===== src/rv_pkg.sv =====
`default_nettype none

package rv_pkg;

   localparam int XLEN = 64;

   typedef enum logic [6:0] {
      OPC_LUI       = 7'b0110111,
      OPC_AUIPC     = 7'b0010111,
      OPC_JAL       = 7'b1101111,
      OPC_JALR      = 7'b1100111,
      OPC_BRANCH    = 7'b1100011,
      OPC_LOAD      = 7'b0000011,
      OPC_STORE     = 7'b0100011,
      OPC_OP_IMM    = 7'b0010011,
      OPC_OP        = 7'b0110011,
      OPC_OP_IMM_32 = 7'b0011011,
      OPC_OP_32     = 7'b0111011
   } opcode_e;

   // encoded replacement for the one-hot functional unit select
   typedef enum logic [4:0] {
      ALU_NONE, ALU_LUI, ALU_AUIPC, ALU_JAL, ALU_JALR,
      ALU_BEQ, ALU_BNE, ALU_BLT, ALU_BGE, ALU_BLTU, ALU_BGEU,
      ALU_ADD, ALU_OR, ALU_SLL, ALU_SLTI, ALU_SLTIU
   } alu_op_e;

   typedef enum logic [1:0] {OPND_RF, OPND_IMM, OPND_NONE} opnd_sel_e;

   typedef enum logic [1:0] {SZ_BYTE, SZ_HALF, SZ_WORD, SZ_DWORD} lsu_size_e;

   typedef struct packed {
      logic [6:0] funct7;
      logic [4:0] rs2;
      logic [4:0] rs1;
      logic [2:0] funct3;
      logic [4:0] rd;
      opcode_e    opcode;
   } r_fmt_t;

   typedef struct packed {
      logic [11:0] imm11_0;
      logic [4:0]  rs1;
      logic [2:0]  funct3;
      logic [4:0]  rd;
      opcode_e     opcode;
   } i_fmt_t;

   typedef struct packed {
      logic [6:0] imm11_5;
      logic [4:0] rs2;
      logic [4:0] rs1;
      logic [2:0] funct3;
      logic [4:0] imm4_0;
      opcode_e    opcode;
   } s_fmt_t;

   typedef struct packed {
      logic       imm12;
      logic [5:0] imm10_5;
      logic [4:0] rs2;
      logic [4:0] rs1;
      logic [2:0] funct3;
      logic [3:0] imm4_1;
      logic       imm11;
      opcode_e    opcode;
   } b_fmt_t;

   typedef struct packed {
      logic [19:0] imm31_12;
      logic [4:0]  rd;
      opcode_e     opcode;
   } u_fmt_t;

   typedef struct packed {
      logic       imm20;
      logic [9:0] imm10_1;
      logic       imm11;
      logic [7:0] imm19_12;
      logic [4:0] rd;
      opcode_e    opcode;
   } j_fmt_t;

   // one instruction word seen through each of the six base formats
   typedef union packed {
      r_fmt_t r;
      i_fmt_t i;
      s_fmt_t s;
      b_fmt_t b;
      u_fmt_t u;
      j_fmt_t j;
   } insn_u;

   typedef struct packed {
      logic            valid;
      alu_op_e         alu_op;
      opnd_sel_e       opnd_sel;
      logic [4:0]      rs1;
      logic [4:0]      rs2;
      logic [4:0]      rd;
      logic            rf_we;
      logic            is_load;
      logic            is_store;
      lsu_size_e       lsu_size;
      logic            lsu_sigext;
      logic [XLEN-1:0] imm;
      logic            is_branch_or_jump;
   } decode_t;

   typedef struct packed {
      logic            valid;
      logic [XLEN-1:0] pc;
      logic [XLEN-1:0] next_pc;
      logic [4:0]      rd;
      logic            we;
      logic [XLEN-1:0] wdata;
   } retire_t;

   typedef struct packed {
      logic        psel;
      logic        penable;
      logic        pwrite;
      logic [31:0] paddr;
      logic [63:0] pwdata;
      logic [7:0]  pstrb;
   } apb_req_t;

   typedef struct packed {
      logic        pready;
      logic [63:0] prdata;
      logic        pslverr;
   } apb_rsp_t;

endpackage

`default_nettype wire

===== src/rv_regfile.sv =====
`default_nettype none

module rv_regfile (
   input  logic                    i_clk,
   input  logic                    i_reset,
   input  logic [4:0]              i_rs1,
   input  logic [4:0]              i_rs2,
   output logic [rv_pkg::XLEN-1:0] o_rs1_data,
   output logic [rv_pkg::XLEN-1:0] o_rs2_data,
   input  logic                    i_we,
   input  logic [4:0]              i_rd,
   input  logic [rv_pkg::XLEN-1:0] i_wdata
);

   logic [rv_pkg::XLEN-1:0] regs [32];

   always_ff @(posedge i_clk) begin
      if (i_reset) begin
         for (int i = 0; i < 32; i++) begin
            regs[i] <= '0;
         end
      end else if (i_we && (i_rd != 5'd0)) begin
         regs[i_rd] <= i_wdata;
      end
   end

   // x0 always reads as zero
   assign o_rs1_data = (i_rs1 == 5'd0) ? '0 : regs[i_rs1];
   assign o_rs2_data = (i_rs2 == 5'd0) ? '0 : regs[i_rs2];

endmodule

`default_nettype wire


===== config.mk =====
export PLATFORM = sky130hd
export DESIGN_NAME = rv_regfile
export DESIGN_NICKNAME = d
export VERILOG_FILES = /design/src/rv_pkg.sv /design/src/rv_regfile.sv
export SDC_FILE = /design/constraint.sdc
export NUM_CORES = 2
export LEC_CHECK = 0
export BUFFER_PORTS_ARGS = -buffer_cell sky130_fd_sc_hd__buf_2
export CORE_ASPECT_RATIO = 1.1
export CORE_MARGIN = 2
export CORE_UTILIZATION = 29
export CTS_CLUSTER_SIZE = 16
export DETAILED_ROUTE_END_ITERATION = 12
export GPL_ROUTABILITY_DRIVEN = 1
export PLACE_DENSITY_LB_ADDON = 0.05
export RECOVER_POWER = 25
export SLEW_MARGIN = 20
export SYNTH_ARGS = -nofsm -noshare
export SYNTH_HDL_FRONTEND = slang
export SYNTH_SLANG_ARGS = --single-unit

===== constraint.sdc =====
create_clock -name i_clk -period 2.9 [get_ports i_clk]
set_clock_uncertainty 0.05 [all_clocks]
set_input_delay 0.29 -clock i_clk [delete_from_list [all_inputs] [get_ports i_clk]]
set_output_delay 0.29 -clock i_clk [all_outputs]
set_load 0.03 [all_outputs]

==> impl_summary.log <==
INFO  metric critical_path_peak_fanout = 2
INFO  metric cell_type_with_the_highest_aggregate_area_in_the_netlist = sky130_fd_sc_hd__edfxtp_1
INFO  metric ys_seq_area_share = 56.81%
INFO  metric cp-startpoint = regs[3][47]
INFO  metric portBuffers = 209
INFO  metric drt_pre_antenna_iters = 6
INFO  metric synth_largest_type_area_fraction = 56.81%
INFO  metric critPathLaunchType = register
INFO  metric cp-end-kind = output port
INFO  metric worst-slew-pin-transition = 2.314 ns
INFO  metric netlist_top_cells_area = sky130_fd_sc_hd__edfxtp_1 (57%), sky130_fd_sc_hd__mux4_2 (19%), sky130_fd_sc_hd__and2_1 (11%)
INFO  metric num_vias = 71650
INFO  metric timing.fmax = 0.2924 GHz
INFO  metric finalWeightedCongestion = 0.8172
INFO  metric setup.worst_path.class = register to output port
INFO  metric cap_viol_max_count = 7
INFO  metric netlist_area_before_placement = 108300 µm²
INFO  metric report.final.slew_viol_count = 188
INFO  metric vias_per_cell = 5.602
INFO  metric synth_most_common_cell = sky130_fd_sc_hd__edfxtp_1
INFO  metric first_iter_violations = 8993
INFO  metric core_area = 372000 µm²
INFO  metric cts_root_buffer = sky130_fd_sc_hd__clkbuf_16
INFO  metric hold_crit_class = primary input to register
INFO  metric first_global_vias = 72350
INFO  metric timing.hold.worst.start = i_rd[2]
INFO  metric cts_max_path_buffers = 4
INFO  metric wl_per_cell = 42.57 µm
INFO  metric ys.warnings.count = 0
INFO  metric crit_required = 2.56 ns
INFO  metric detail_route.drc_violations = 0
INFO  metric detail_route.wirelength = 544.5 mm
INFO  metric cts_tree = done
INFO  metric biggestRegsByFlops = regs: 2048 flops
INFO  metric synth-edff-count = 2048
INFO  metric grt_max_degree = 65
INFO  metric final.setup.tns = -40.04 ns
INFO  metric postLayoutSetupSlackWorst = -0.5195 ns
INFO  metric synthTopCellsByCount = sky130_fd_sc_hd__edfxtp_1 (2048), sky130_fd_sc_hd__and2_1 (1986), sky130_fd_sc_hd__mux4_2 (906)
INFO  metric grt_antenna_before_repair = 107
INFO  metric regMostFlops = regs
INFO  metric worst_rel_slew_slack = -54.25%
INFO  metric multiInputGateArea = 45660 µm²
INFO  metric netlist_instances = 7055
INFO  metric pwr_density_cell = 594.3 nW/µm²
INFO  metric finalNonFillerCells = 12790
INFO  metric irDropWorstVdd = 538.0 µV
INFO  metric rsz0062_at_grt = true
INFO  metric grt_usage = 28.32%
INFO  metric worst_ep_arrival_time = 3.08 ns
INFO  metric synthArstFlopShare = 0%
INFO  metric tritoncts.num_buffers = 243
INFO  metric dp_wirelength = 324.9 mm
INFO  metric die-area = 378200 µm²
INFO  metric seq_area = 61500 µm²
INFO  metric violations = capacitance limit, slew limit, setup timing
INFO  metric outcome = finished with violations
INFO  metric synthDistinctLibCells = 44
INFO  metric share_of_the_cycle_needed_by_the_critical_path_after_routing = 117.9%
INFO  metric area.growth.synth_to_final = 22.10%
INFO  metric report.final.hold_viol_count = 0
INFO  metric clk_transition_reported_paths = 0.06 ns
INFO  metric grt_pass1_wl = 718.5 mm
INFO  metric start_util = 29.10%
INFO  metric ys_ff_latch = 2048
INFO  metric drtAntennaViolNets = 0
INFO  metric number_of_flip_flops_under_the_largest_register_name = 2048
INFO  metric grt.overflow.total = 0
INFO  metric tritoncts_num_sinks = 2048
INFO  metric fp-row-count = 235
INFO  metric dieWidth = 586.5 µm
INFO  metric htreeDepth = 4
INFO  metric period_minus_slack = 3.419 ns
INFO  metric post-place-cells = 12220
INFO  metric leakagePower = 0.04570 µW
INFO  metric synth_flop_cell = sky130_fd_sc_hd__edfxtp_1
INFO  metric n_fill_cell = 35290
INFO  metric num-nets-final = 7625
INFO  metric avg_cell_area_syn = 15.34 µm²
INFO  metric boundaryPins = 210
INFO  metric drive_gt1_share = 33.05%
INFO  metric dieHeight = 644.8 µm
INFO  metric timing.final.setup_violations = 436
placed cells by master, fill, tap and decap left out, types with 87 or more instances in the layout:
cell type                   synthesis  routed
sky130_fd_sc_hd__edfxtp_1        2048    2048
sky130_fd_sc_hd__mux2_2           122     107
sky130_fd_sc_hd__mux4_2           906     906
sky130_fd_sc_hd__and2_0             0     174
sky130_fd_sc_hd__nand2_1          108      87
sky130_fd_sc_hd__buf_6             23     107
sky130_fd_sc_hd__clkbuf_16          0     249
sky130_fd_sc_hd__and2_1          1986    1811
sky130_fd_sc_hd__buf_4             36     401
sky130_fd_sc_hd__mux2i_1          363     352
sky130_fd_sc_hd__buf_12             0     235
repair_timing:
action                      CTS  global route
pin swaps                   231            56
setup endpoints to repair   128           127
hold buffers                 65             0
hold endpoints to repair   1946             0
gates resized for setup     544            70
buffers inserted             14             8
gates cloned                  2             1
metrics by stage:
step	hold slack (ns)	worst slack [ns]	power, µW	area, µm²	utilization, %
floorplan	0.4382	0.06033	41100	108500	-
global placement	0.8729	-1.173	47310	121900	32.77
detailed placement	0.8803	-0.5945	47340	122000	32.79
CTS	0.2930	-0.6072	79080	132400	35.58
global route	0.4040	-0.5450	80540	132000	35.49
finish	0.3807	-0.5195	78550	132200	35.54
area by class of cell:
class	count	area share [%]
Antenna cell	72	0.1363
Tap cell	4977	4.711
Clock inverter	149	0.9627
Inverter	2	0.009466
Timing Repair Buffer	970	8.282
Sequential cell	2048	46.53
Multi-Input combinational cell	4278	34.54
Clock buffer	295	4.829
where the power goes:
group / internal (µW) / leakage, µW / switching [µW]
combinational: 5140 / 0.0225 / 7400
sequential: 34200 / 0.0195 / 863
clock: 17400 / 0.00376 / 13500
metal layers:
layer	track usage, %	routed length, µm	vias to the layer above
li1	-	-	28290
met1	38.61	228400	39120
met2	46.37	256500	3461
met3	4.733	40980	758
met4	7.992	18420	20
met5	0	135	-
logic make-up (layout without fill, tap and decap cells):
logic type             count (synthesis)  after routing  share of synthesized area, %
AOI/OAI and AO/OA                    539            539                         3.746
buffers and inverters                792           1416                         3.166
DFF                                 2048           2048                         56.81
muxes                               1391           1391                         23.47
other                                  1            136                      0.003464
and+or+nand+nor                     2284           2284                         12.80
worst paths after layout:
check,end,slack (ns),depth (start not counted)
setup / recovery,o_rs1_data[47],-0.52,7
hold / removal,regs[12][26],0.38,5
critical path: stages, from the launching register on:
cell	delay [ns]
sky130_fd_sc_hd__edfxtp_1	0.38
sky130_fd_sc_hd__mux4_2	0.26
sky130_fd_sc_hd__mux2i_1	0.08
sky130_fd_sc_hd__nor2_1	0.17
sky130_fd_sc_hd__a2111oi_4	0.07
sky130_fd_sc_hd__a2111oi_4	0.75
sky130_fd_sc_hd__buf_4	0.27
sky130_fd_sc_hd__buf_12	0.13
(Power assumes the default switching activity.)
