<file path="src/rv_pkg.sv">
`default_nettype none

package rv_pkg;

   localparam int XLEN = 64;

   typedef enum logic [6:0] {
      OPC_LUI       = 7'b0110111,
      OPC_AUIPC     = 7'b0010111,
      OPC_JAL       = 7'b1101111,
      OPC_JALR      = 7'b1100111,
      OPC_BRANCH    = 7'b1100011,
      OPC_LOAD      = 7'b0000011,
      OPC_STORE     = 7'b0100011,
      OPC_OP_IMM    = 7'b0010011,
      OPC_OP        = 7'b0110011,
      OPC_OP_IMM_32 = 7'b0011011,
      OPC_OP_32     = 7'b0111011
   } opcode_e;

   // encoded replacement for the one-hot functional unit select
   typedef enum logic [4:0] {
      ALU_NONE, ALU_LUI, ALU_AUIPC, ALU_JAL, ALU_JALR,
      ALU_BEQ, ALU_BNE, ALU_BLT, ALU_BGE, ALU_BLTU, ALU_BGEU,
      ALU_ADD, ALU_OR, ALU_SLL, ALU_SLTI, ALU_SLTIU
   } alu_op_e;

   typedef enum logic [1:0] {OPND_RF, OPND_IMM, OPND_NONE} opnd_sel_e;

   typedef enum logic [1:0] {SZ_BYTE, SZ_HALF, SZ_WORD, SZ_DWORD} lsu_size_e;

   typedef struct packed {
      logic [6:0] funct7;
      logic [4:0] rs2;
      logic [4:0] rs1;
      logic [2:0] funct3;
      logic [4:0] rd;
      opcode_e    opcode;
   } r_fmt_t;

   typedef struct packed {
      logic [11:0] imm11_0;
      logic [4:0]  rs1;
      logic [2:0]  funct3;
      logic [4:0]  rd;
      opcode_e     opcode;
   } i_fmt_t;

   typedef struct packed {
      logic [6:0] imm11_5;
      logic [4:0] rs2;
      logic [4:0] rs1;
      logic [2:0] funct3;
      logic [4:0] imm4_0;
      opcode_e    opcode;
   } s_fmt_t;

   typedef struct packed {
      logic       imm12;
      logic [5:0] imm10_5;
      logic [4:0] rs2;
      logic [4:0] rs1;
      logic [2:0] funct3;
      logic [3:0] imm4_1;
      logic       imm11;
      opcode_e    opcode;
   } b_fmt_t;

   typedef struct packed {
      logic [19:0] imm31_12;
      logic [4:0]  rd;
      opcode_e     opcode;
   } u_fmt_t;

   typedef struct packed {
      logic       imm20;
      logic [9:0] imm10_1;
      logic       imm11;
      logic [7:0] imm19_12;
      logic [4:0] rd;
      opcode_e    opcode;
   } j_fmt_t;

   // one instruction word seen through each of the six base formats
   typedef union packed {
      r_fmt_t r;
      i_fmt_t i;
      s_fmt_t s;
      b_fmt_t b;
      u_fmt_t u;
      j_fmt_t j;
   } insn_u;

   typedef struct packed {
      logic            valid;
      alu_op_e         alu_op;
      opnd_sel_e       opnd_sel;
      logic [4:0]      rs1;
      logic [4:0]      rs2;
      logic [4:0]      rd;
      logic            rf_we;
      logic            is_load;
      logic            is_store;
      lsu_size_e       lsu_size;
      logic            lsu_sigext;
      logic [XLEN-1:0] imm;
      logic            is_branch_or_jump;
   } decode_t;

   typedef struct packed {
      logic            valid;
      logic [XLEN-1:0] pc;
      logic [XLEN-1:0] next_pc;
      logic [4:0]      rd;
      logic            we;
      logic [XLEN-1:0] wdata;
   } retire_t;

   typedef struct packed {
      logic        psel;
      logic        penable;
      logic        pwrite;
      logic [31:0] paddr;
      logic [63:0] pwdata;
      logic [7:0]  pstrb;
   } apb_req_t;

   typedef struct packed {
      logic        pready;
      logic [63:0] prdata;
      logic        pslverr;
   } apb_rsp_t;

endpackage

`default_nettype wire
</file>
<file path="src/rv_lsu.sv">
`default_nettype none

module rv_lsu (
   input  logic                    i_clk,
   input  logic                    i_reset,
   input  logic                    i_start,
   input  rv_pkg::decode_t         i_dec,
   input  logic [rv_pkg::XLEN-1:0] i_addr,
   input  logic [rv_pkg::XLEN-1:0] i_wdata,
   output rv_pkg::apb_req_t        o_apb,
   input  rv_pkg::apb_rsp_t        i_apb,
   output logic                    o_done,
   output logic [rv_pkg::XLEN-1:0] o_rdata
);

   typedef enum logic [1:0] {S_IDLE, S_SETUP, S_ACCESS} state_e;

   state_e state;
   logic psel_q;
   logic penable_q;
   logic pwrite_q;
   logic [31:0] paddr_q;
   logic [63:0] pwdata_q;
   logic [7:0] pstrb_q;
   logic [7:0] strb_base;
   logic [rv_pkg::XLEN-1:0] load_word;

   always_comb begin
      unique case (i_dec.lsu_size)
         rv_pkg::SZ_BYTE: strb_base = 8'h01;
         rv_pkg::SZ_HALF: strb_base = 8'h03;
         rv_pkg::SZ_WORD: strb_base = 8'h0f;
         default:         strb_base = 8'hff;
      endcase
   end

   always_ff @(posedge i_clk) begin
      if (i_reset) begin
         state <= S_IDLE;
         psel_q <= 1'b0;
         penable_q <= 1'b0;
      end else begin
         unique case (state)
            S_IDLE: begin
               if (i_start) begin
                  psel_q <= 1'b1;
                  state <= S_SETUP;
               end
            end
            S_SETUP: begin
               penable_q <= 1'b1;
               state <= S_ACCESS;
            end
            S_ACCESS: begin
               if (i_apb.pready) begin
                  psel_q <= 1'b0;
                  penable_q <= 1'b0;
                  state <= S_IDLE;
               end
            end
            default: state <= S_IDLE;
         endcase
      end
   end

   // store data and strobes move onto the lanes picked by the low address bits
   always_ff @(posedge i_clk) begin
      if ((state == S_IDLE) && i_start) begin
         paddr_q <= i_addr[31:0];
         pwrite_q <= i_dec.is_store;
         pwdata_q <= i_wdata << {i_addr[2:0], 3'b000};
         pstrb_q <= i_dec.is_store ? (strb_base << i_addr[2:0]) : 8'h00;
      end
   end

   assign o_apb.psel = psel_q;
   assign o_apb.penable = penable_q;
   assign o_apb.pwrite = pwrite_q;
   assign o_apb.paddr = paddr_q;
   assign o_apb.pwdata = pwdata_q;
   assign o_apb.pstrb = pstrb_q;

   assign o_done = (state == S_ACCESS) && i_apb.pready;

   always_comb begin
      load_word = i_apb.prdata >> {paddr_q[2:0], 3'b000};
      unique case (i_dec.lsu_size)
         rv_pkg::SZ_BYTE: begin
            o_rdata = {{(rv_pkg::XLEN-8){i_dec.lsu_sigext & load_word[7]}}, load_word[7:0]};
         end
         rv_pkg::SZ_HALF: begin
            o_rdata = {{(rv_pkg::XLEN-16){i_dec.lsu_sigext & load_word[15]}}, load_word[15:0]};
         end
         rv_pkg::SZ_WORD: begin
            o_rdata = {{(rv_pkg::XLEN-32){i_dec.lsu_sigext & load_word[31]}}, load_word[31:0]};
         end
         default: o_rdata = load_word;
      endcase
   end

endmodule

`default_nettype wire

</file>
<file path="config.mk">
export PLATFORM = sky130hd
export DESIGN_NAME = rv_lsu
export DESIGN_NICKNAME = d
export VERILOG_FILES = /design/src/rv_pkg.sv /design/src/rv_lsu.sv
export SDC_FILE = /design/constraint.sdc
export NUM_CORES = 1
export LEC_CHECK = 0
export ABC_AREA = 1
export ABC_CLOCK_PERIOD_IN_PS = 3900
export BUFFER_PORTS_ARGS = -buffer_cell sky130_fd_sc_hd__buf_2
export CAP_MARGIN = 20
export CORE_AREA = 8 8 173 175
export DETAILED_ROUTE_END_ITERATION = 10
export DIE_AREA = 0 0 181 183
export GPL_TIMING_DRIVEN = 0
export PLACE_DENSITY_LB_ADDON = 0.2
export SYNTH_ARGS = -nofsm -noshare
export SYNTH_HDL_FRONTEND = slang
export SYNTH_SLANG_ARGS = --single-unit
</file>
<file path="constraint.sdc">
create_clock -name i_clk -period 3.9 [get_ports i_clk]
set_input_delay 0.78 -clock i_clk [delete_from_list [all_inputs] [get_ports i_clk]]
set_output_delay 0.78 -clock i_clk [all_outputs]
set_load 0.005 [all_outputs]
</file>
==> impl_metrics.ini, run 1 <==
[cts]
cts_setup_buffers = 0
cts_buffers = 9
ctsHtreeMaxLevel = 3
cts_num_sinks = 109
cts.repair.resized = 0
clk_path_buf_depth = 2
hold_buffers = 0
cts.clk_slew.worst_paths_ps = 90
cts-root-buf = clkbuf_16
cts_tree = done
clk_latency_ps = 350

[critical_path]
start_kind = primary input
timing.rr.end = pwdata_q[14]
cp_max_fo = 10
worst-setup-path-type = in2out
cp-endpoint = o_rdata[44]
end_kind = output pin
reg2reg_setup_slack_ps = 2160
critPathLaunch = i_dec[67]
required_ps = 3120
rr_startpoint = state[0]
crit_arrival_ps = 2480
r2r_cells = 4

[drt]
vias = 8719
first_iter_violations = 814
wl_per_cell_um = 21.3
wl_met1_um = 15800
wl_met3_um = 3650
top_layer_used = met5
wl_met2_um = 15700
drt-pass1-iter-count = 5
postRouteWirelength_um = 36100
via_per_inst = 5.13
ant_nets = 0
drc = 0

[finish]
fin_nets = 1636
area_delta_synth_final_pct = 33.5
final_area_um2 = 9890
seqCellArea_um2 = 3230
multi_input_area_um2 = 3560
fillers = 3040
final_cells = 1700
drive_above_1_share_pct = 31.9

[synth]
muxShareOfSynthArea_pct = 3.51
yosysSeqAreaShare_pct = 43.6
ys.flop_type = edfxtp_1
async_flop_share_pct = 0
yosys.cell_types.count = 32
ys_warn_count = 0
synth-xor-area-share_pct = 0
yosys.area_share.simple_pct = 32.3
synth_edf_count = 105
netlist.area_leader.share_pct = 42.6
yosysMostFrequentCell = nand2_1
synth_fp_nets = 1285
ys_top_cells_by_area = edfxtp_1 43%, nand2_1 17%, o21ai_0 8.0%, nand3_1 7.1%, mux2i_1 3.5%
syn_avg_cell_area_um2 = 7.45
synth_top_family_by_area = simple AND/OR/NAND/NOR gates
synthAdderAreaFrac_pct = 0
synth_common_cells = 341 x nand2_1, 119 x o21ai_0, 105 x edfxtp_1, 105 x nand3_1, 50 x nor2_1
synthesis.area_um2 = 7410
ys_seq_elements = 109
syn-instance-count = 994
synth_compound_area_share_pct = 12.2
synth_top_area_cell = edfxtp_1

[power]
p_leak_nw = 4.84
p_per_area_nw_per_um2 = 336
ir_drop_v = 0.000188

[global_routing]
grt_max_degree = 68
grt_pass1_wl_um = 52600
overflow = 0
first_global_vias = 8450
grt_usage_pct = 20.6
grt_antenna_before_repair = 10

[place]
placed_area_um2 = 9570
portBuffers = 339
placed_cells = 1680
routabilityCongestion = 0.963
dp_hpwl_um = 28800
place_ws_ps = 686

[sta]
hold_viol = 0
slew_violations = 0
fin_crit_ps = 3260
timing.final.crit_share_pct = 83.6
finClkSkew_ps = 10.7
maxSlewHeadroom_pct = 45.0
rsz0062_at_grt = no
setup_viol = 0
worst_pin_slew_ps = 825
finalWorstSetupSlack_ps = 641
fmax_mhz = 307

[die]
core_area_um2 = 27300
die_w_um = 181
io-pin-count = 463
initial_utilization_pct = 27.1
die-area_um2 = 33100
rows = 61
fp.dieH_um = 183

[flow_run]
drv_cap = 0

[run_status]
outcome = finished clean

[hold_path]
hold_class = reg2reg
## placed cells by master, fill, tap and decap left out
cell type | Yosys | layout
nor2_1 | 50 | 50
nand2_1 | 341 | 341
buf_16 | 0 | 1
buf_4 | 13 | 13
clkinv_1 | 3 | 3
nand3_2 | 3 | 3
or2_2 | 2 | 2
and2_1 | 3 | 3
clkbuf_1 | 27 | 27
inv_4 | 1 | 2
o21ai_1 | 6 | 6
mux2i_1 | 26 | 26
dfxtp_1 | 4 | 4
nor3_1 | 2 | 2
o211ai_1 | 15 | 15
o21ai_0 | 119 | 119
diode_2 | 0 | 4
buf_1 | 7 | 7
o32ai_1 | 2 | 2
clkbuf_16 | 0 | 9
nand2_4 | 1 | 1
nor2_2 | 1 | 1
inv_8 | 0 | 1
nand3b_1 | 1 | 1
buf_2 | 33 | 372
nand3_1 | 105 | 105
o21a_1 | 2 | 2
inv_1 | 41 | 40
a21oi_1 | 23 | 23
o22ai_1 | 2 | 2
clkinv_4 | 0 | 1
o21bai_1 | 1 | 1
edfxtp_1 | 105 | 105
inv_6 | 0 | 2
nand4_1 | 36 | 36
inv_2 | 2 | 2
nand2_2 | 13 | 13
clkinv_8 | 0 | 3
buf_6 | 4 | 4
## power by group
group	leakage, nW	switching (mW)	total, mW	internal, mW
clock	0.151	0.491	0.953	0.462
combinational	3.63	0.601	0.946	0.345
sequential	1.06	0.0283	1.42	1.39
total	4.84	1.12	3.32	2.20
## per-layer routing
layer | track usage, % | up-vias
li1 | - | 4103
met1 | 27.8 | 4105
met2 | 31.5 | 437
met3 | 6.65 | 62
met4 | 5.54 | 12
met5 | 0 | -
## registers in the layout, summed over array words and instances (netlist names)
register   cells
pstrb_q        8
pwrite_q       1
state          2
pwdata_q      64
psel_q         1
paddr_q       32
penable_q      1
## through the flow
stage	utilization [%]	setup TNS, ps	total power [mW]	hold slack, ps
2_1_floorplan	-	0	1.91	435
3_3_place_gp	34.9	-56080	2.40	453
3_5_place_dp	35.0	0	2.39	461
4_1_cts	36.2	0	3.34	474
5_1_grt	36.2	0	3.49	497
6_report	36.2	0	3.32	469
## how the worst min path moves through the flow
stage / startpoint / to / slack [ps] / cells after the start
final: penable_q / penable_q / 470 / 2
after global routing: penable_q / penable_q / 500 / 2
after CTS: penable_q / penable_q / 470 / 2
after detailed placement: penable_q / penable_q / 460 / 2
after global placement: penable_q / penable_q / 450 / 2
after floorplan: penable_q / penable_q / 430 / 2
## cell type report
| type | instances | area share [%] |
|---|---|---|
| diodes | 4 | 0.101 |
| plain buffers | 84 | 4.40 |
| clock buffers | 9 | 2.28 |
| clock inverters | 7 | 0.873 |
| inverters | 47 | 1.83 |
| multi-input cells | 754 | 36.0 |
| flip-flops and latches | 109 | 32.7 |
| well taps | 346 | 4.38 |
| repair buffers | 340 | 17.4 |
## cells by family (layout without fill, tap and decap cells)
kind of cell	after synthesis	in the layout
buf+inv	131	487
mux	26	26
simple gates	558	558
other cells	0	4
flops	109	109
compound gates	170	170
## critical path, stage by stage
cell,delay [ps]
buf_2,100
buf_2,250
nand2_1,160
nor2_1,330
buf_2,340
o211ai_1,230
nand4_1,160
buf_2,120
(Power assumes the default switching activity.)
==> inputs of run 2 (changes only) <==
ABC_CLOCK_PERIOD_IN_PS = 2800   (was 3900)
clock period = 2.8 ns   (was 3.9 ns; I/O delays follow)
==> run 2 against run 1 <==
Compared with the run above:
- global-route usage is 0.14 points higher
- register-to-register slack worse by 1200 ps
- final area is 1.6% higher
- clock power is 39% higher
- wire length is 0.48% lower
- count of clock-buffer cells in the layout stayed put
==> impl_metrics.ini, run 2 (same netlist as run 1, synthesis figures left out) <==
[cts]
cts_tree = done
clk_path_buf_depth = 2
clk_latency_ps = 360
hold_buffers = 0
cts_buffers = 9
ctsHtreeMaxLevel = 3
cts-root-buf = clkbuf_16
cts_num_sinks = 109
cts.clk_slew.worst_paths_ps = 90

[finish]
drive_above_1_share_pct = 33.7
top_regs = pwdata_q (64), paddr_q (32), pstrb_q (8)
seqCellArea_um2 = 3230
multi_input_area_um2 = 3610
final_area_um2 = 10100
fin_nets = 1640
fillers = 2981
utilization_pct = 36.8
largest_reg_flops = 64
layout_commonest_cell = buf_2
final_cell_mix = 368 x buf_2, 338 x nand2_1, 109 x o21ai_0
largest-register = pwdata_q
area_delta_synth_final_pct = 35.6

[global_routing]
overflow = 0
grt_usage_pct = 20.8
first_global_vias = 8603
grt_pass1_wl_um = 53100
grt_antenna_before_repair = 11
grt_max_degree = 43

[die]
fp.dieH_um = 183
rows = 61
io-pin-count = 463
die_w_um = 181
die-area_um2 = 33100
core_area_um2 = 27300
initial_utilization_pct = 27.1

[sta]
rsz0062_at_grt = yes
finClkSkew_ps = 18.6
setup_viol = 0
fin_crit_ps = 2700
fmax_mhz = 370
worst_pin_slew_ps = 741
slew_violations = 0
timing.final.crit_share_pct = 96.4
maxSlewHeadroom_pct = 50.6
hold_viol = 0

[critical_path]
end_kind = output pin
required_ps = 2240
worst-setup-path-type = reg2out
cp-endpoint = o_rdata[25]
critPathLaunch = paddr_q[1]
timing.rr.end = pwdata_q[24]
path_common_cell = buf_2
cp_top_family = buffers and inverters
cp_slowest_cell = clkbuf_1
start_kind = register
r2r_cells = 4
crit_chain = buf_2 > clkbuf_1 > o21ai_0 > nand3_1 > nand2_2 > buf_2
crit_cells = 6
cp_max_fo = 10
crit_buf_inv = 3
max_stage_delay_ps = 480
crit_arrival_ps = 2140
reg2reg_setup_slack_ps = 950
rr_startpoint = state[0]

[drt]
vias = 8688
wl_per_cell_um = 21.1
first_iter_violations = 822
drt-pass1-iter-count = 6
via_per_inst = 5.09
drc = 0
postRouteWirelength_um = 36000
ant_nets = 0

[power]
ir_drop_v = 0.000328
p_per_area_nw_per_um2 = 463
p_leak_nw = 4.91

[place]
portBuffers = 339
routabilityCongestion = 0.942
dp_hpwl_um = 28700
placed_area_um2 = 9580

[hold_path]
hold_class = in2reg

[run_status]
outcome = finished clean

[flow_run]
drv_cap = 0
## run 2: cell types whose count changed in the layout (fill, tap and decap cells not counted), sizes merged
cell,delta
clkbuf,+4
clkinvlp,+1
diode,+3
inv,-1
## run 2: area by class of cell
| class | instances | area share, % |
|---|---|---|
| Buffer | 84 | 5.04 |
| Inverter | 47 | 1.84 |
| Clock buffer | 9 | 2.24 |
| Clock inverter | 7 | 0.859 |
| Sequential cell | 109 | 32.2 |
| Multi-Input combinational cell | 754 | 35.9 |
| Antenna cell | 7 | 0.174 |
| Timing Repair Buffer | 344 | 17.5 |
| Tap cell | 346 | 4.31 |
## run 2: how the worst min path moves through the flow
stage | start | to | slack, ps | cells past startpoint
after global routing | i_addr[16] | paddr_q[16] | 350 | 1
after CTS | i_addr[20] | paddr_q[20] | 350 | 1
after detailed placement | penable_q | penable_q | 460 | 2
final | i_addr[11] | paddr_q[11] | 360 | 1
after global placement | penable_q | penable_q | 450 | 2
after floorplan | penable_q | penable_q | 430 | 2
## run 2: power by group
group	internal [mW]	switching (mW)
registers	1.94	0.0379
clock network	0.643	0.677
logic	0.506	0.848
total	3.09	1.56
## run 2: repair_timing
item                                    4_1_cts  5_1_grt
gates resized for setup                      11       47
setup buffers                                 2        0
pin swaps                                     0        6
gates cloned                                  0        1
endpoints found under the setup margin       24       51
## run 2: metrics by stage
step / hold slack [ps] / setup TNS, ps / worst slack (ps) / power [mW] / instances
2_1_floorplan: 435 / 0 / 151 / 2.66 / 994
6_report: 365 / 0 / 101 / 4.65 / 1707
4_1_cts: 351 / 0 / 4.98 / 4.67 / 1699
3_5_place_dp: 462 / 0 / 29.9 / 3.33 / 1681
5_1_grt: 346 / -37.3 / -12.0 / 4.89 / 1705
3_3_place_gp: 453 / -83950 / -813 / 3.33 / 1679
## run 2: metal layers
metal | GRT usage, % | vias up | share of wire, %
met2 | 31.7 | 461 | 43
met1 | 27.9 | 4043 | 44
li1 | - | 4113 | -
met4 | 5.64 | 12 | 2.3
met3 | 6.73 | 59 | 10
met5 | 0 | - | 0.16
## run 2: worst register-to-register path, cell delays in order, from the launching register on
cell and delay (ps):
dfxtp_1 360, inv_1 60, nand3_1 180, clkinvlp_4 540, buf_12 410
