## src/rv_pkg.sv

```systemverilog
`default_nettype none

package rv_pkg;

   localparam int XLEN = 64;

   typedef enum logic [6:0] {
      OPC_LUI       = 7'b0110111,
      OPC_AUIPC     = 7'b0010111,
      OPC_JAL       = 7'b1101111,
      OPC_JALR      = 7'b1100111,
      OPC_BRANCH    = 7'b1100011,
      OPC_LOAD      = 7'b0000011,
      OPC_STORE     = 7'b0100011,
      OPC_OP_IMM    = 7'b0010011,
      OPC_OP        = 7'b0110011,
      OPC_OP_IMM_32 = 7'b0011011,
      OPC_OP_32     = 7'b0111011
   } opcode_e;

   // encoded replacement for the one-hot functional unit select
   typedef enum logic [4:0] {
      ALU_NONE, ALU_LUI, ALU_AUIPC, ALU_JAL, ALU_JALR,
      ALU_BEQ, ALU_BNE, ALU_BLT, ALU_BGE, ALU_BLTU, ALU_BGEU,
      ALU_ADD, ALU_OR, ALU_SLL, ALU_SLTI, ALU_SLTIU
   } alu_op_e;

   typedef enum logic [1:0] {OPND_RF, OPND_IMM, OPND_NONE} opnd_sel_e;

   typedef enum logic [1:0] {SZ_BYTE, SZ_HALF, SZ_WORD, SZ_DWORD} lsu_size_e;

   typedef struct packed {
      logic [6:0] funct7;
      logic [4:0] rs2;
      logic [4:0] rs1;
      logic [2:0] funct3;
      logic [4:0] rd;
      opcode_e    opcode;
   } r_fmt_t;

   typedef struct packed {
      logic [11:0] imm11_0;
      logic [4:0]  rs1;
      logic [2:0]  funct3;
      logic [4:0]  rd;
      opcode_e     opcode;
   } i_fmt_t;

   typedef struct packed {
      logic [6:0] imm11_5;
      logic [4:0] rs2;
      logic [4:0] rs1;
      logic [2:0] funct3;
      logic [4:0] imm4_0;
      opcode_e    opcode;
   } s_fmt_t;

   typedef struct packed {
      logic       imm12;
      logic [5:0] imm10_5;
      logic [4:0] rs2;
      logic [4:0] rs1;
      logic [2:0] funct3;
      logic [3:0] imm4_1;
      logic       imm11;
      opcode_e    opcode;
   } b_fmt_t;

   typedef struct packed {
      logic [19:0] imm31_12;
      logic [4:0]  rd;
      opcode_e     opcode;
   } u_fmt_t;

   typedef struct packed {
      logic       imm20;
      logic [9:0] imm10_1;
      logic       imm11;
      logic [7:0] imm19_12;
      logic [4:0] rd;
      opcode_e    opcode;
   } j_fmt_t;

   // one instruction word seen through each of the six base formats
   typedef union packed {
      r_fmt_t r;
      i_fmt_t i;
      s_fmt_t s;
      b_fmt_t b;
      u_fmt_t u;
      j_fmt_t j;
   } insn_u;

   typedef struct packed {
      logic            valid;
      alu_op_e         alu_op;
      opnd_sel_e       opnd_sel;
      logic [4:0]      rs1;
      logic [4:0]      rs2;
      logic [4:0]      rd;
      logic            rf_we;
      logic            is_load;
      logic            is_store;
      lsu_size_e       lsu_size;
      logic            lsu_sigext;
      logic [XLEN-1:0] imm;
      logic            is_branch_or_jump;
   } decode_t;

   typedef struct packed {
      logic            valid;
      logic [XLEN-1:0] pc;
      logic [XLEN-1:0] next_pc;
      logic [4:0]      rd;
      logic            we;
      logic [XLEN-1:0] wdata;
   } retire_t;

   typedef struct packed {
      logic        psel;
      logic        penable;
      logic        pwrite;
      logic [31:0] paddr;
      logic [63:0] pwdata;
      logic [7:0]  pstrb;
   } apb_req_t;

   typedef struct packed {
      logic        pready;
      logic [63:0] prdata;
      logic        pslverr;
   } apb_rsp_t;

endpackage

`default_nettype wire
```

## src/rv_idu.sv

```systemverilog
`default_nettype none

module rv_idu (
   input  rv_pkg::insn_u   i_insn,
   input  logic            i_valid,
   output rv_pkg::decode_t o_dec
);

   wire [2:0] funct3 = i_insn.r.funct3;
   wire f7_zero = (i_insn.r.funct7 == 7'b0000000);
   wire f7_alt = (i_insn.r.funct7 == 7'b0100000);

   wire opc_branch = (i_insn.r.opcode == rv_pkg::OPC_BRANCH);
   wire opc_load = (i_insn.r.opcode == rv_pkg::OPC_LOAD);
   wire opc_store = (i_insn.r.opcode == rv_pkg::OPC_STORE);
   wire opc_op_imm = (i_insn.r.opcode == rv_pkg::OPC_OP_IMM);
   wire opc_op = (i_insn.r.opcode == rv_pkg::OPC_OP);
   wire opc_op_imm_32 = (i_insn.r.opcode == rv_pkg::OPC_OP_IMM_32);
   wire opc_op_32 = (i_insn.r.opcode == rv_pkg::OPC_OP_32);

   wire op_lui = (i_insn.r.opcode == rv_pkg::OPC_LUI);
   wire op_auipc = (i_insn.r.opcode == rv_pkg::OPC_AUIPC);
   wire op_jal = (i_insn.r.opcode == rv_pkg::OPC_JAL);
   wire op_jalr = (i_insn.r.opcode == rv_pkg::OPC_JALR) & (funct3 == 3'b000);
   wire op_beq = opc_branch & (funct3 == 3'b000);
   wire op_bne = opc_branch & (funct3 == 3'b001);
   wire op_blt = opc_branch & (funct3 == 3'b100);
   wire op_bge = opc_branch & (funct3 == 3'b101);
   wire op_bltu = opc_branch & (funct3 == 3'b110);
   wire op_bgeu = opc_branch & (funct3 == 3'b111);
   wire op_lb = opc_load & (funct3 == 3'b000);
   wire op_lh = opc_load & (funct3 == 3'b001);
   wire op_lw = opc_load & (funct3 == 3'b010);
   wire op_ld = opc_load & (funct3 == 3'b011);
   wire op_lbu = opc_load & (funct3 == 3'b100);
   wire op_lhu = opc_load & (funct3 == 3'b101);
   wire op_lwu = opc_load & (funct3 == 3'b110);
   wire op_sb = opc_store & (funct3 == 3'b000);
   wire op_sh = opc_store & (funct3 == 3'b001);
   wire op_sw = opc_store & (funct3 == 3'b010);
   wire op_sd = opc_store & (funct3 == 3'b011);
   wire op_addi = opc_op_imm & (funct3 == 3'b000);
   wire op_slti = opc_op_imm & (funct3 == 3'b010);
   wire op_sltiu = opc_op_imm & (funct3 == 3'b011);
   wire op_ori = opc_op_imm & (funct3 == 3'b110);
   wire op_slli = opc_op_imm & f7_zero & (funct3 == 3'b001);
   wire op_add = opc_op & f7_zero & (funct3 == 3'b000);
   wire op_sll = opc_op & f7_zero & (funct3 == 3'b001);
   wire op_slt = opc_op & f7_zero & (funct3 == 3'b010);
   wire op_sltu = opc_op & f7_zero & (funct3 == 3'b011);
   wire op_or = opc_op & f7_zero & (funct3 == 3'b110);

   // recognised encodings that carry no ALU operation here
   wire op_imm_other = opc_op_imm & ((funct3 == 3'b100) | (funct3 == 3'b111) |
                                     ((funct3 == 3'b101) & (f7_zero | f7_alt)));
   wire op_r_other = opc_op & ((f7_zero & ((funct3 == 3'b100) | (funct3 == 3'b101) |
                                           (funct3 == 3'b111))) |
                               (f7_alt & ((funct3 == 3'b000) | (funct3 == 3'b101))));
   wire op_imm_32 = opc_op_imm_32 & ((funct3 == 3'b000) | (f7_zero & (funct3 == 3'b001)) |
                                     ((f7_zero | f7_alt) & (funct3 == 3'b101)));
   wire op_r_32 = opc_op_32 & (((f7_zero | f7_alt) & (funct3 == 3'b000)) |
                               (f7_zero & (funct3 == 3'b001)) |
                               ((f7_zero | f7_alt) & (funct3 == 3'b101)));

   wire op_load = op_lb | op_lbu | op_lh | op_lhu | op_lw | op_lwu | op_ld;
   wire op_store = op_sb | op_sh | op_sw | op_sd;

   wire r_type = op_add | op_sll | op_slt | op_sltu | op_or | op_r_other | op_r_32;
   wire i_type = op_jalr | op_load | op_addi | op_slti | op_sltiu | op_ori | op_slli |
                 op_imm_other | op_imm_32;
   wire b_type = op_beq | op_bne | op_blt | op_bge | op_bltu | op_bgeu;
   wire u_type = op_lui | op_auipc;

   rv_pkg::alu_op_e alu_op;
   logic [rv_pkg::XLEN-1:0] imm;

   always_comb begin
      alu_op = rv_pkg::ALU_NONE;
      if (op_lui) alu_op = rv_pkg::ALU_LUI;
      else if (op_auipc) alu_op = rv_pkg::ALU_AUIPC;
      else if (op_jal) alu_op = rv_pkg::ALU_JAL;
      else if (op_jalr) alu_op = rv_pkg::ALU_JALR;
      else if (op_beq) alu_op = rv_pkg::ALU_BEQ;
      else if (op_bne) alu_op = rv_pkg::ALU_BNE;
      else if (op_blt) alu_op = rv_pkg::ALU_BLT;
      else if (op_bge) alu_op = rv_pkg::ALU_BGE;
      else if (op_bltu) alu_op = rv_pkg::ALU_BLTU;
      else if (op_bgeu) alu_op = rv_pkg::ALU_BGEU;
      // the adder also forms load and store addresses
      else if (op_add | op_addi | op_load | op_store) alu_op = rv_pkg::ALU_ADD;
      else if (op_or | op_ori) alu_op = rv_pkg::ALU_OR;
      else if (op_sll | op_slli) alu_op = rv_pkg::ALU_SLL;
      else if (op_slt | op_slti) alu_op = rv_pkg::ALU_SLTI;
      else if (op_sltu | op_sltiu) alu_op = rv_pkg::ALU_SLTIU;
   end

   always_comb begin
      imm = '0;
      if (i_type) begin
         imm = {{(rv_pkg::XLEN-12){i_insn.i.imm11_0[11]}}, i_insn.i.imm11_0};
      end else if (op_store) begin
         imm = {{(rv_pkg::XLEN-12){i_insn.s.imm11_5[6]}}, i_insn.s.imm11_5, i_insn.s.imm4_0};
      end else if (b_type) begin
         imm = {{(rv_pkg::XLEN-13){i_insn.b.imm12}}, i_insn.b.imm12, i_insn.b.imm11,
                i_insn.b.imm10_5, i_insn.b.imm4_1, 1'b0};
      end else if (u_type) begin
         imm = {{(rv_pkg::XLEN-32){i_insn.u.imm31_12[19]}}, i_insn.u.imm31_12, 12'b0};
      end else if (op_jal) begin
         imm = {{(rv_pkg::XLEN-21){i_insn.j.imm20}}, i_insn.j.imm20, i_insn.j.imm19_12,
                i_insn.j.imm11, i_insn.j.imm10_1, 1'b0};
      end
   end

   assign o_dec.valid = i_valid;
   assign o_dec.alu_op = alu_op;
   assign o_dec.opnd_sel = r_type ? rv_pkg::OPND_RF :
                           (i_type | op_store | u_type) ? rv_pkg::OPND_IMM :
                           rv_pkg::OPND_NONE;
   assign o_dec.rs1 = i_insn.r.rs1;
   assign o_dec.rs2 = (r_type | op_store | b_type) ? i_insn.r.rs2 : 5'd0;
   assign o_dec.rd = i_insn.r.rd;
   assign o_dec.rf_we = (r_type | i_type | u_type | op_jal) & (alu_op != rv_pkg::ALU_NONE);
   assign o_dec.is_load = op_load;
   assign o_dec.is_store = op_store;
   assign o_dec.lsu_size = (op_lb | op_lbu | op_sb) ? rv_pkg::SZ_BYTE :
                           (op_lh | op_lhu | op_sh) ? rv_pkg::SZ_HALF :
                           (op_lw | op_lwu | op_sw) ? rv_pkg::SZ_WORD :
                           rv_pkg::SZ_DWORD;
   assign o_dec.lsu_sigext = op_lb | op_lh | op_lw;
   assign o_dec.imm = imm;
   assign o_dec.is_branch_or_jump = b_type | op_jal | op_jalr;

endmodule

`default_nettype wire

```

## config.mk

```make
export PLATFORM = sky130hd
export DESIGN_NAME = rv_idu
export DESIGN_NICKNAME = d
export VERILOG_FILES = /design/src/rv_pkg.sv /design/src/rv_idu.sv
export SDC_FILE = /design/constraint.sdc
export NUM_CORES = 1
export LEC_CHECK = 0
export BUFFER_PORTS_ARGS = -buffer_cell sky130_fd_sc_hd__buf_4
export CORE_MARGIN = 2
export CORE_UTILIZATION = 25
export DETAILED_ROUTE_END_ITERATION = 8
export GPL_ROUTABILITY_DRIVEN = 0
export PLACE_DENSITY = 0.62
export SLEW_MARGIN = 20
export SYNTH_ARGS = -nofsm -noshare
export SYNTH_HDL_FRONTEND = slang
export SYNTH_SLANG_ARGS = --single-unit
```

## constraint.sdc

```tcl
create_clock -name vclk -period 3.8
set_input_delay 0.76 -clock vclk [all_inputs]
set_output_delay 0.76 -clock vclk [all_outputs]
set_load 0.005 [all_outputs]
```

==> results of run 1 <==
-- per-layer routing --
metal,vias up,global-route usage,part of all wire
met5,-,0,0
met4,0,0,0
met3,0,0.01473,0.11
met2,91,0.2593,0.50
met1,696,0.1873,0.39
li1,789,-,-
-- power groups by stage --
stage	registers, mW	clock network (mW)	logic (mW)
2_1_floorplan	0	0	0.0594
3_3_place_gp	0	0	0.114
3_5_place_dp	0	0	0.115
4_1_cts	0	0	0.115
5_1_grt	0	0	0.126
6_report	0	0	0.115
-- per-stage QoR --
step | worst slack [ns] | hold WS, ns | instances | utilization
final | 0.2300 | 1.520 | 334 | 0.4073
after global routing | 0.08767 | 1.520 | 334 | 0.4073
after CTS | 0.1792 | 1.520 | 334 | 0.4073
after detailed placement | 0.2167 | 1.520 | 334 | 0.4073
after global placement | 0.2528 | 1.520 | 334 | 0.4073
after floorplan | 0.03103 | 1.601 | 193 | -
-- area by class of cell --
cell class | count | area, µm² | share of cell area
inverter | 2 | 7.507 | 0.003851
multi-input combinational | 135 | 869.6 | 0.4461
tap | 67 | 83.83 | 0.04300
timing repair buffer | 130 | 988.4 | 0.5071
-- how the worst max path moves through the flow --
stage / to / cells after the start / slack (ns) / start
after floorplan: o_dec[33] / 8 / 0.03 / i_insn[3]
after global placement: o_dec[70] / 7 / 0.25 / i_insn[25]
after detailed placement: o_dec[70] / 8 / 0.22 / i_insn[25]
after CTS: o_dec[70] / 8 / 0.18 / i_insn[25]
after global routing: o_dec[70] / 8 / 0.09 / i_insn[25]
final: o_dec[70] / 8 / 0.23 / i_insn[25]
-- synthesized netlist by cell type, drive strengths merged, types with 3 or more instances --
master and n:
a21o 9, clkbuf 6, or2 5, nor3 4, a22o 5, and2 5, a21oi 4, nand2b 3
nand2 25, or3 4, buf 50, nor2b 13, o21ai 9, nor2 10
-- repair_timing --
item                                    in CTS  in global routing
endpoints found under the setup margin       0                  1
setup buffers                                0                  0
resized for setup                            0                  1
-- cells by family (layout without fill, tap and decap cells) --
kind of cell / count (synthesis) / in the layout / share of synthesized area
simple gates: 86 / 86 / 0.3739
fa+ha+maj: 1 / 1 / 0.007913
compound gates: 45 / 45 / 0.2869
other cells: 1 / 1 / 0.002965
xor+xnor: 1 / 1 / 0.006925
buf+inv: 58 / 132 / 0.3126
mux: 1 / 1 / 0.008901
==> run summary, run 1 <==
max incr delay on CP - 0.58 ns
All-Layer GR Usage - 0.1404
Post-Syn Instances - 193
dominant cell type by area after synthesis - buf_4
I/O pin count - 127
DRT Wirelength - 4595 µm
critical path fanouts, max - 6
Fin Setup TNS - 0 ns
Area contributors post-synth - buf_4, nand2_1, nor2b_1, a21o_1, o21ai_0
Post-Syn Area - 1265 µm²
fmax - 0.2801 GHz
post-synthesis sequential area ratio - 0
Crit path max-delay family - simple AND/OR/NAND/NOR gates
WHS Endpoint - o_dec[93]
max-slew violation count - 0
initial antenna violation count - 0
Ys Warns - 0
Hold WC Path Type - in -> out
overall power - 114.6 µW
CP max stage cell - or4_1
WP data required - 3.04 ns
CP Launch Type - primary input
number of antenna repair diodes - 0
min Tclk post-route - 3.570 ns
number of sequential cells - 0
hold path startpoint - i_valid
data arrival time of the critical path - 2.81 ns
critical path type - in -> out
Reg area - 0 µm²
Die ar. - 5645 µm²
MaxCap Viol Count - 0
endpoint kind of the worst setup timing path - primary output
worst path cell trace - buf_4, or4_1, nor4_1, o21ai_1, o21ai_0, nor2_1, a22oi_1, buf_4
Post-Syn Area per Cell - 6.554 µm²
final hold violation count - 0
Final HPWL DP - 3700 µm
die width - 75.13 µm
Logic pwr share - 1.000
clk_buf instances - 0
period utilization - 0.9395
top-area cell type share of the netlist area - 0.2730
synth-to-layout area growth - 54.10%
vias in the first global route - 1357
Synth Net Count - 226
leading cell type in the layout, fill and taps excluded - buf_4
post-DR wirelength/cell - 13.76 µm
drt first pass iters - 4
post-synth cell types - 47
clock power share - 0
Net Sw Power - 53.74 µW
core area - 4786 µm²
hold_buf cts - 0
internal power - 60.81 µW
Most Frequent Cell on Critical Path - buf_4
first-pass GRT wire length - 6506 µm
largest net degree at the start of global routing - 34
Port Buffers - 124
commonest non-fill, non-tap cells in the layout - buf_4, nand2_1, nor2b_1
ANT nets after route - 0
Worst Tran Pin Value - 0.6358 ns
WHS Path Cells - 0
Sw Share - 0.4691
P per Cell Area - 58.76 nW/µm²
initial DRC count - 44
RSZ-0062 raised after global routing - no
design area - 1949 µm²
nets - 302
Max-Slew Margin vs Limit - 0.5652
Post-DP Area - 1949 µm²
Starting Density - 0.2643
via/cell ratio - 4.719
Die H - 75.13 µm
crit path buf inv count - 2
status - completed
VDD IR max - 0.03325 mV
Rows - 25
fillers - 522
via count - 1576
Seq pwr share - 0
share of cells above drive strength 1 - 0.5243
final setup fails - 0
# DRC - 0
Leakage - 1.101 nW
grt total ovfl - 0
(Power assumes the default switching activity.)
==> run 2, diff against run 1 <==
Settings changed: CORE_UTILIZATION 25 to 38, MAX_ROUTING_LAYER set to met4, PLACE_DENSITY 0.62 to 0.85.
Clock period 3.8 ns to 3.5 ns, I/O delays scaled along.
==> run summary, run 2 (same netlist as run 1, synthesis figures left out) <==
endpoint kind of the worst setup timing path - primary output
CP Launch Type - primary input
Leakage - 1.102 nW (about the same)
Hold WC Path Type - in -> out
clk_buf instances - 0 (unchanged)
max-slew violation count - 0 (unchanged)
max incr delay on CP - 0.59 ns (about the same)
critical path type - in -> out
met1 GRT Util - 0.2609 (+0.07357)
fillers - 309 (-41%)
Rows - 20 (-20%)
share of cells above drive strength 1 - 0.5318 (+0.007491)
critical path fanouts, max - 6 (unchanged)
VDD IR max - 0.04121 mV (+24%)
number of sequential cells - 0 (unchanged)
clock power share - 0 (unchanged)
commonest non-fill, non-tap cells in the layout - buf_4, nand2_1, nor2b_1
number of antenna repair diodes - 0 (unchanged)
Die ar. - 3806 µm² (-33%)
core area - 3103 µm² (-35%)
GR Layer Usage met3 - 0.01242 (-0.002303)
hold_buf cts - 0 (unchanged)
Seq pwr share - 0 (unchanged)
initial DRC count - 81 (+84%)
DRT Wirelength - 4252 µm (-7.5%)
I/O pin count - 127 (unchanged)
via/cell ratio - 5.270 (+12%)
period utilization - 0.9857
leading cell type in the layout, fill and taps excluded - buf_4
data arrival time of the critical path - 2.75 ns (-0.06 ns)
Post-Place Cells - 311 (-6.9%)
post-DR wirelength/cell - 13.67 µm (-0.62%)
MaxCap Viol Count - 0 (unchanged)
RSZ-0062 raised after global routing - no
CP max stage cell - or4_1
via count - 1639 (+4.0%)
Net Sw Power - 58.16 µW (+8.2%)
final setup fails - 0 (unchanged)
largest net degree at the start of global routing - 34 (unchanged)
Worst Setup SP - i_insn[25]
Critical Path Sink - o_dec[70]
Reg area - 0 µm² (unchanged)
worst path cell trace - buf_4, or4_1, nor4_2, o21ai_0, o21ai_0, nor2_1, a22oi_1, buf_4
P per Cell Area - 64.65 nW/µm² (+10%)
internal power - 66.50 µW (+9.3%)
Max-Slew Margin vs Limit - 0.5324 (-0.03282)
Worst Tran Pin Value - 0.6973 ns (+0.06148 ns)
Final Instance Count excl. Fillers - 311 (-6.9%)
Final HPWL DP - 3412 µm (-7.8%)
nets - 302 (unchanged)
fmax - 0.2899 GHz
Fin Setup TNS - 0 ns (unchanged)
initial antenna violation count - 0 (unchanged)
vias in the first global route - 1294 (-4.6%)
worst slack, placed - 0.05953 ns (-0.1571 ns)
Starting Density - 0.4077 (+0.1433)
final worst-path setup slack - 0.04997 ns (-0.1800 ns)
WP data required - 2.80 ns (-0.24 ns)
GRT busiest layer - met2
hold slack - 1.400 ns (-0.1200 ns)
ANT nets after route - 0 (unchanged)
Post-CTS Resized - 0 (unchanged)
Sw Share - 0.4666 (-0.002585)
die width - 61.70 µm (-18%)
min Tclk post-route - 3.450 ns
synth-to-layout area growth - 52.42%
first-pass GRT wire length - 5823 µm (-10%)
drt first pass iters - 4 (unchanged)
status - completed
grt total ovfl - 0 (unchanged)
Logic pwr share - 1.000 (about the same)
# DRC - 0 (unchanged)
M2 GR Usage - 0.3398 (+0.08059)
Post-CTS Setup Inserts - 0 (unchanged)
All-Layer GR Usage - 0.1954 (+0.05505)
Port Buffers - 124 (unchanged)
final hold violation count - 0 (unchanged)
Die H - 61.70 µm (-18%)
-- run 2: worst max-delay path: cells and delay by family --
family                 cells  cell delay (ns)
and+or+nand+nor            3             0.97
AOI/OAI and AO/OA          3             0.82
buffers and inverters      2             0.25
-- run 2: worst min path at each step --
stage	cells past startpoint	start	end	slack [ns]
floorplan	1	i_insn[7]	o_dec[71]	1.48
global placement	0	i_valid	o_dec[93]	1.40
detailed placement	0	i_valid	o_dec[93]	1.40
CTS	0	i_valid	o_dec[93]	1.40
global route	0	i_valid	o_dec[93]	1.40
finish	0	i_valid	o_dec[93]	1.40
-- run 2: metal layers --
layer / up-vias / wire [µm]
li1: 785 / -
met1: 731 / 1693
met2: 123 / 2053
met3: 0 / 505
met4: 0 / 0
met5: - / 0
-- run 2: area by class of cell --
cell class                 instances  area [µm²]  share of cell area
inverter                           2       7.507            0.003894
multi-input combinational        135       877.1              0.4549
tap                               44       55.05             0.02855
timing repair buffer             130       988.4              0.5127
-- run 2: stage by stage --
step	total power, mW	utilization	instance area (µm²)
6_report	0.1247	0.6214	1928
4_1_cts	0.1238	0.6194	1922
3_3_place_gp	0.1223	0.6194	1922
3_5_place_dp	0.1236	0.6194	1922
2_1_floorplan	0.06434	-	1266
5_1_grt	0.1361	0.6214	1928
-- run 2: power by group through the flow --
stage	Combinational, mW	Clock, mW	Sequential, mW
5_1_grt	0.136	0	0
3_3_place_gp	0.122	0	0
2_1_floorplan	0.0643	0	0
4_1_cts	0.124	0	0
6_report	0.125	0	0
3_5_place_dp	0.124	0	0
==> run 3, diff against run 2 <==
Settings changed: CORE_ASPECT_RATIO set to 0.8, RECOVER_POWER set to 25.
==> run summary, run 3 (same netlist as run 1, synthesis figures left out) <==
Fin Setup TNS - 0 ns (unchanged)
Rows - 18 (-10%)
core area - 3131 µm² (+0.89%)
Final Instance Count excl. Fillers - 309 (-0.64%)
All-Layer GR Usage - 0.2144 (+0.01896)
final worst-path setup slack - 0.1616 ns (+0.1116 ns)
number of sequential cells - 0 (unchanged)
period utilization - 0.9538 (-0.03188)
WHS Endpoint - o_dec[93]
max incr delay on CP - 0.58 ns (about the same)
vias in the first global route - 1346 (+4.0%)
Starting Density - 0.4041 (-0.003584)
Port Buffers - 124 (unchanged)
Most Frequent Cell on Critical Path - buf_4
WP data required - 2.80 ns (about the same)
synth-to-layout area growth - 52.13%
endpoint kind of the worst setup timing path - primary output
Leakage - 1.098 nW (-0.30%)
status - completed
max-slew violation count - 0 (unchanged)
final setup fails - 0 (unchanged)
ANT nets after route - 0 (unchanged)
final hold violation count - 0 (unchanged)
Final HPWL DP - 3496 µm (+2.5%)
Max-Slew Margin vs Limit - 0.5269 (-0.005500)
via/cell ratio - 5.191 (-1.5%)
Reg area - 0 µm² (unchanged)
leading cell type in the layout, fill and taps excluded - buf_4
DRT Wirelength - 4295 µm (+1.0%)
share of cells above drive strength 1 - 0.5242 (-0.007672)
VDD IR max - 0.04557 mV (+11%)
data arrival time of the critical path - 2.64 ns (-0.11 ns)
nets - 304 (+0.66%)
overall power - 123.9 µW (-0.61%)
Post-Place Cells - 309 (-0.64%)
critical path fanouts, max - 33 (+27)
min Tclk post-route - 3.338 ns (-0.1116 ns)
CP Launch Type - primary input
worst path cell trace - buf_4, or4_1, o41ai_1, nand4_1, o311ai_4, o31a_2, buf_12, buf_4
# DRC - 0 (unchanged)
worst slack, placed - 0.1507 ns (+0.09114 ns)
Post-CTS Setup Inserts - 0 (unchanged)
fillers - 290 (-6.1%)
fmax - 0.2995 GHz (+3.3%)
Worst Tran Pin Value - 0.7055 ns (+0.008202 ns)
die width - 68.51 µm (+11%)
clk_buf instances - 0 (unchanged)
largest net degree at the start of global routing - 34 (unchanged)
number of antenna repair diodes - 0 (unchanged)
Die H - 55.61 µm (-9.9%)
hold_buf cts - 0 (unchanged)
critical path type - in -> out
drt first pass iters - 4 (unchanged)
grt total ovfl - 0 (unchanged)
initial DRC count - 63 (-22%)
CP max stage cell - or4_1
commonest non-fill, non-tap cells in the layout - buf_4, nand2_1, clkbuf_4
first-pass GRT wire length - 6520 µm (+12%)
Hold WC Path Type - in -> out
post-DR wirelength/cell - 13.90 µm (+1.7%)
MaxCap Viol Count - 0 (unchanged)
Worst Setup SP - i_insn[25]
RSZ-0062 raised after global routing - no
P per Cell Area - 64.38 nW/µm² (-0.42%)
hold path startpoint - i_valid
WHS Path Cells - 0 (unchanged)
Die ar. - 3809 µm² (about the same)
I/O pin count - 127 (unchanged)
via count - 1604 (-2.1%)
initial antenna violation count - 0 (unchanged)
run 3: cell types whose count changed in the layout (fill, tap and decap cells not counted), sizes merged:
cell	previous run	this run
clkbuf	0	16
buf	130	116
run 3: through the flow:
step	utilization	hold slack (ns)	instance area, µm²
after floorplan	-	1.481	1266
after global placement	0.6171	1.400	1932
after detailed placement	0.6171	1.400	1932
after CTS	0.6171	1.400	1932
after global routing	0.6147	1.400	1924
final	0.6147	1.400	1924
run 3: critical path: cells and delay by family:
family                 cells  cell delay (ns)
buffers and inverters      3             0.41
AOI/OAI and AO/OA          3             0.74
and+or+nand+nor            2             0.78
run 3: power by group:
group | total, mW | switching [mW] | internal (mW)
Clock | 0 | 0 | 0
Sequential | 0 | 0 | 0
Combinational | 0.124 | 0.0579 | 0.0660
run 3: repair_timing:
| action | 4_1_cts | 5_1_grt |
|---|---|---|
| resized for setup | 0 | 2 |
| endpoints found under the hold margin | 0 | 0 |
| endpoints found under the setup margin | 0 | 1 |
run 3: how the worst max path moves through the flow:
stage               slack, ns        end  cells after the start
floorplan                0.15  o_dec[33]                      8
global placement         0.14  o_dec[70]                      9
detailed placement       0.15  o_dec[70]                      9
CTS                      0.13  o_dec[70]                      9
global route             0.03  o_dec[24]                      8
finish                   0.16  o_dec[40]                      8
run 3: per-layer routing:
metal  part of all wire  GRT usage  up-vias
li1                   -          -      792
met1               0.39     0.2880      700
met2               0.48     0.3695      112
met3               0.14    0.01417        0
met4                  0   0.002857        0
met5                  0          -        -
run 3: cell type report:
class | instances | area (µm²) | share of cell area
Timing Repair Buffer | 132 | 996.0 | 0.5176
Tap cell | 40 | 50.05 | 0.02601
Inverter | 2 | 7.507 | 0.003901
Multi-Input combinational cell | 135 | 870.8 | 0.4525
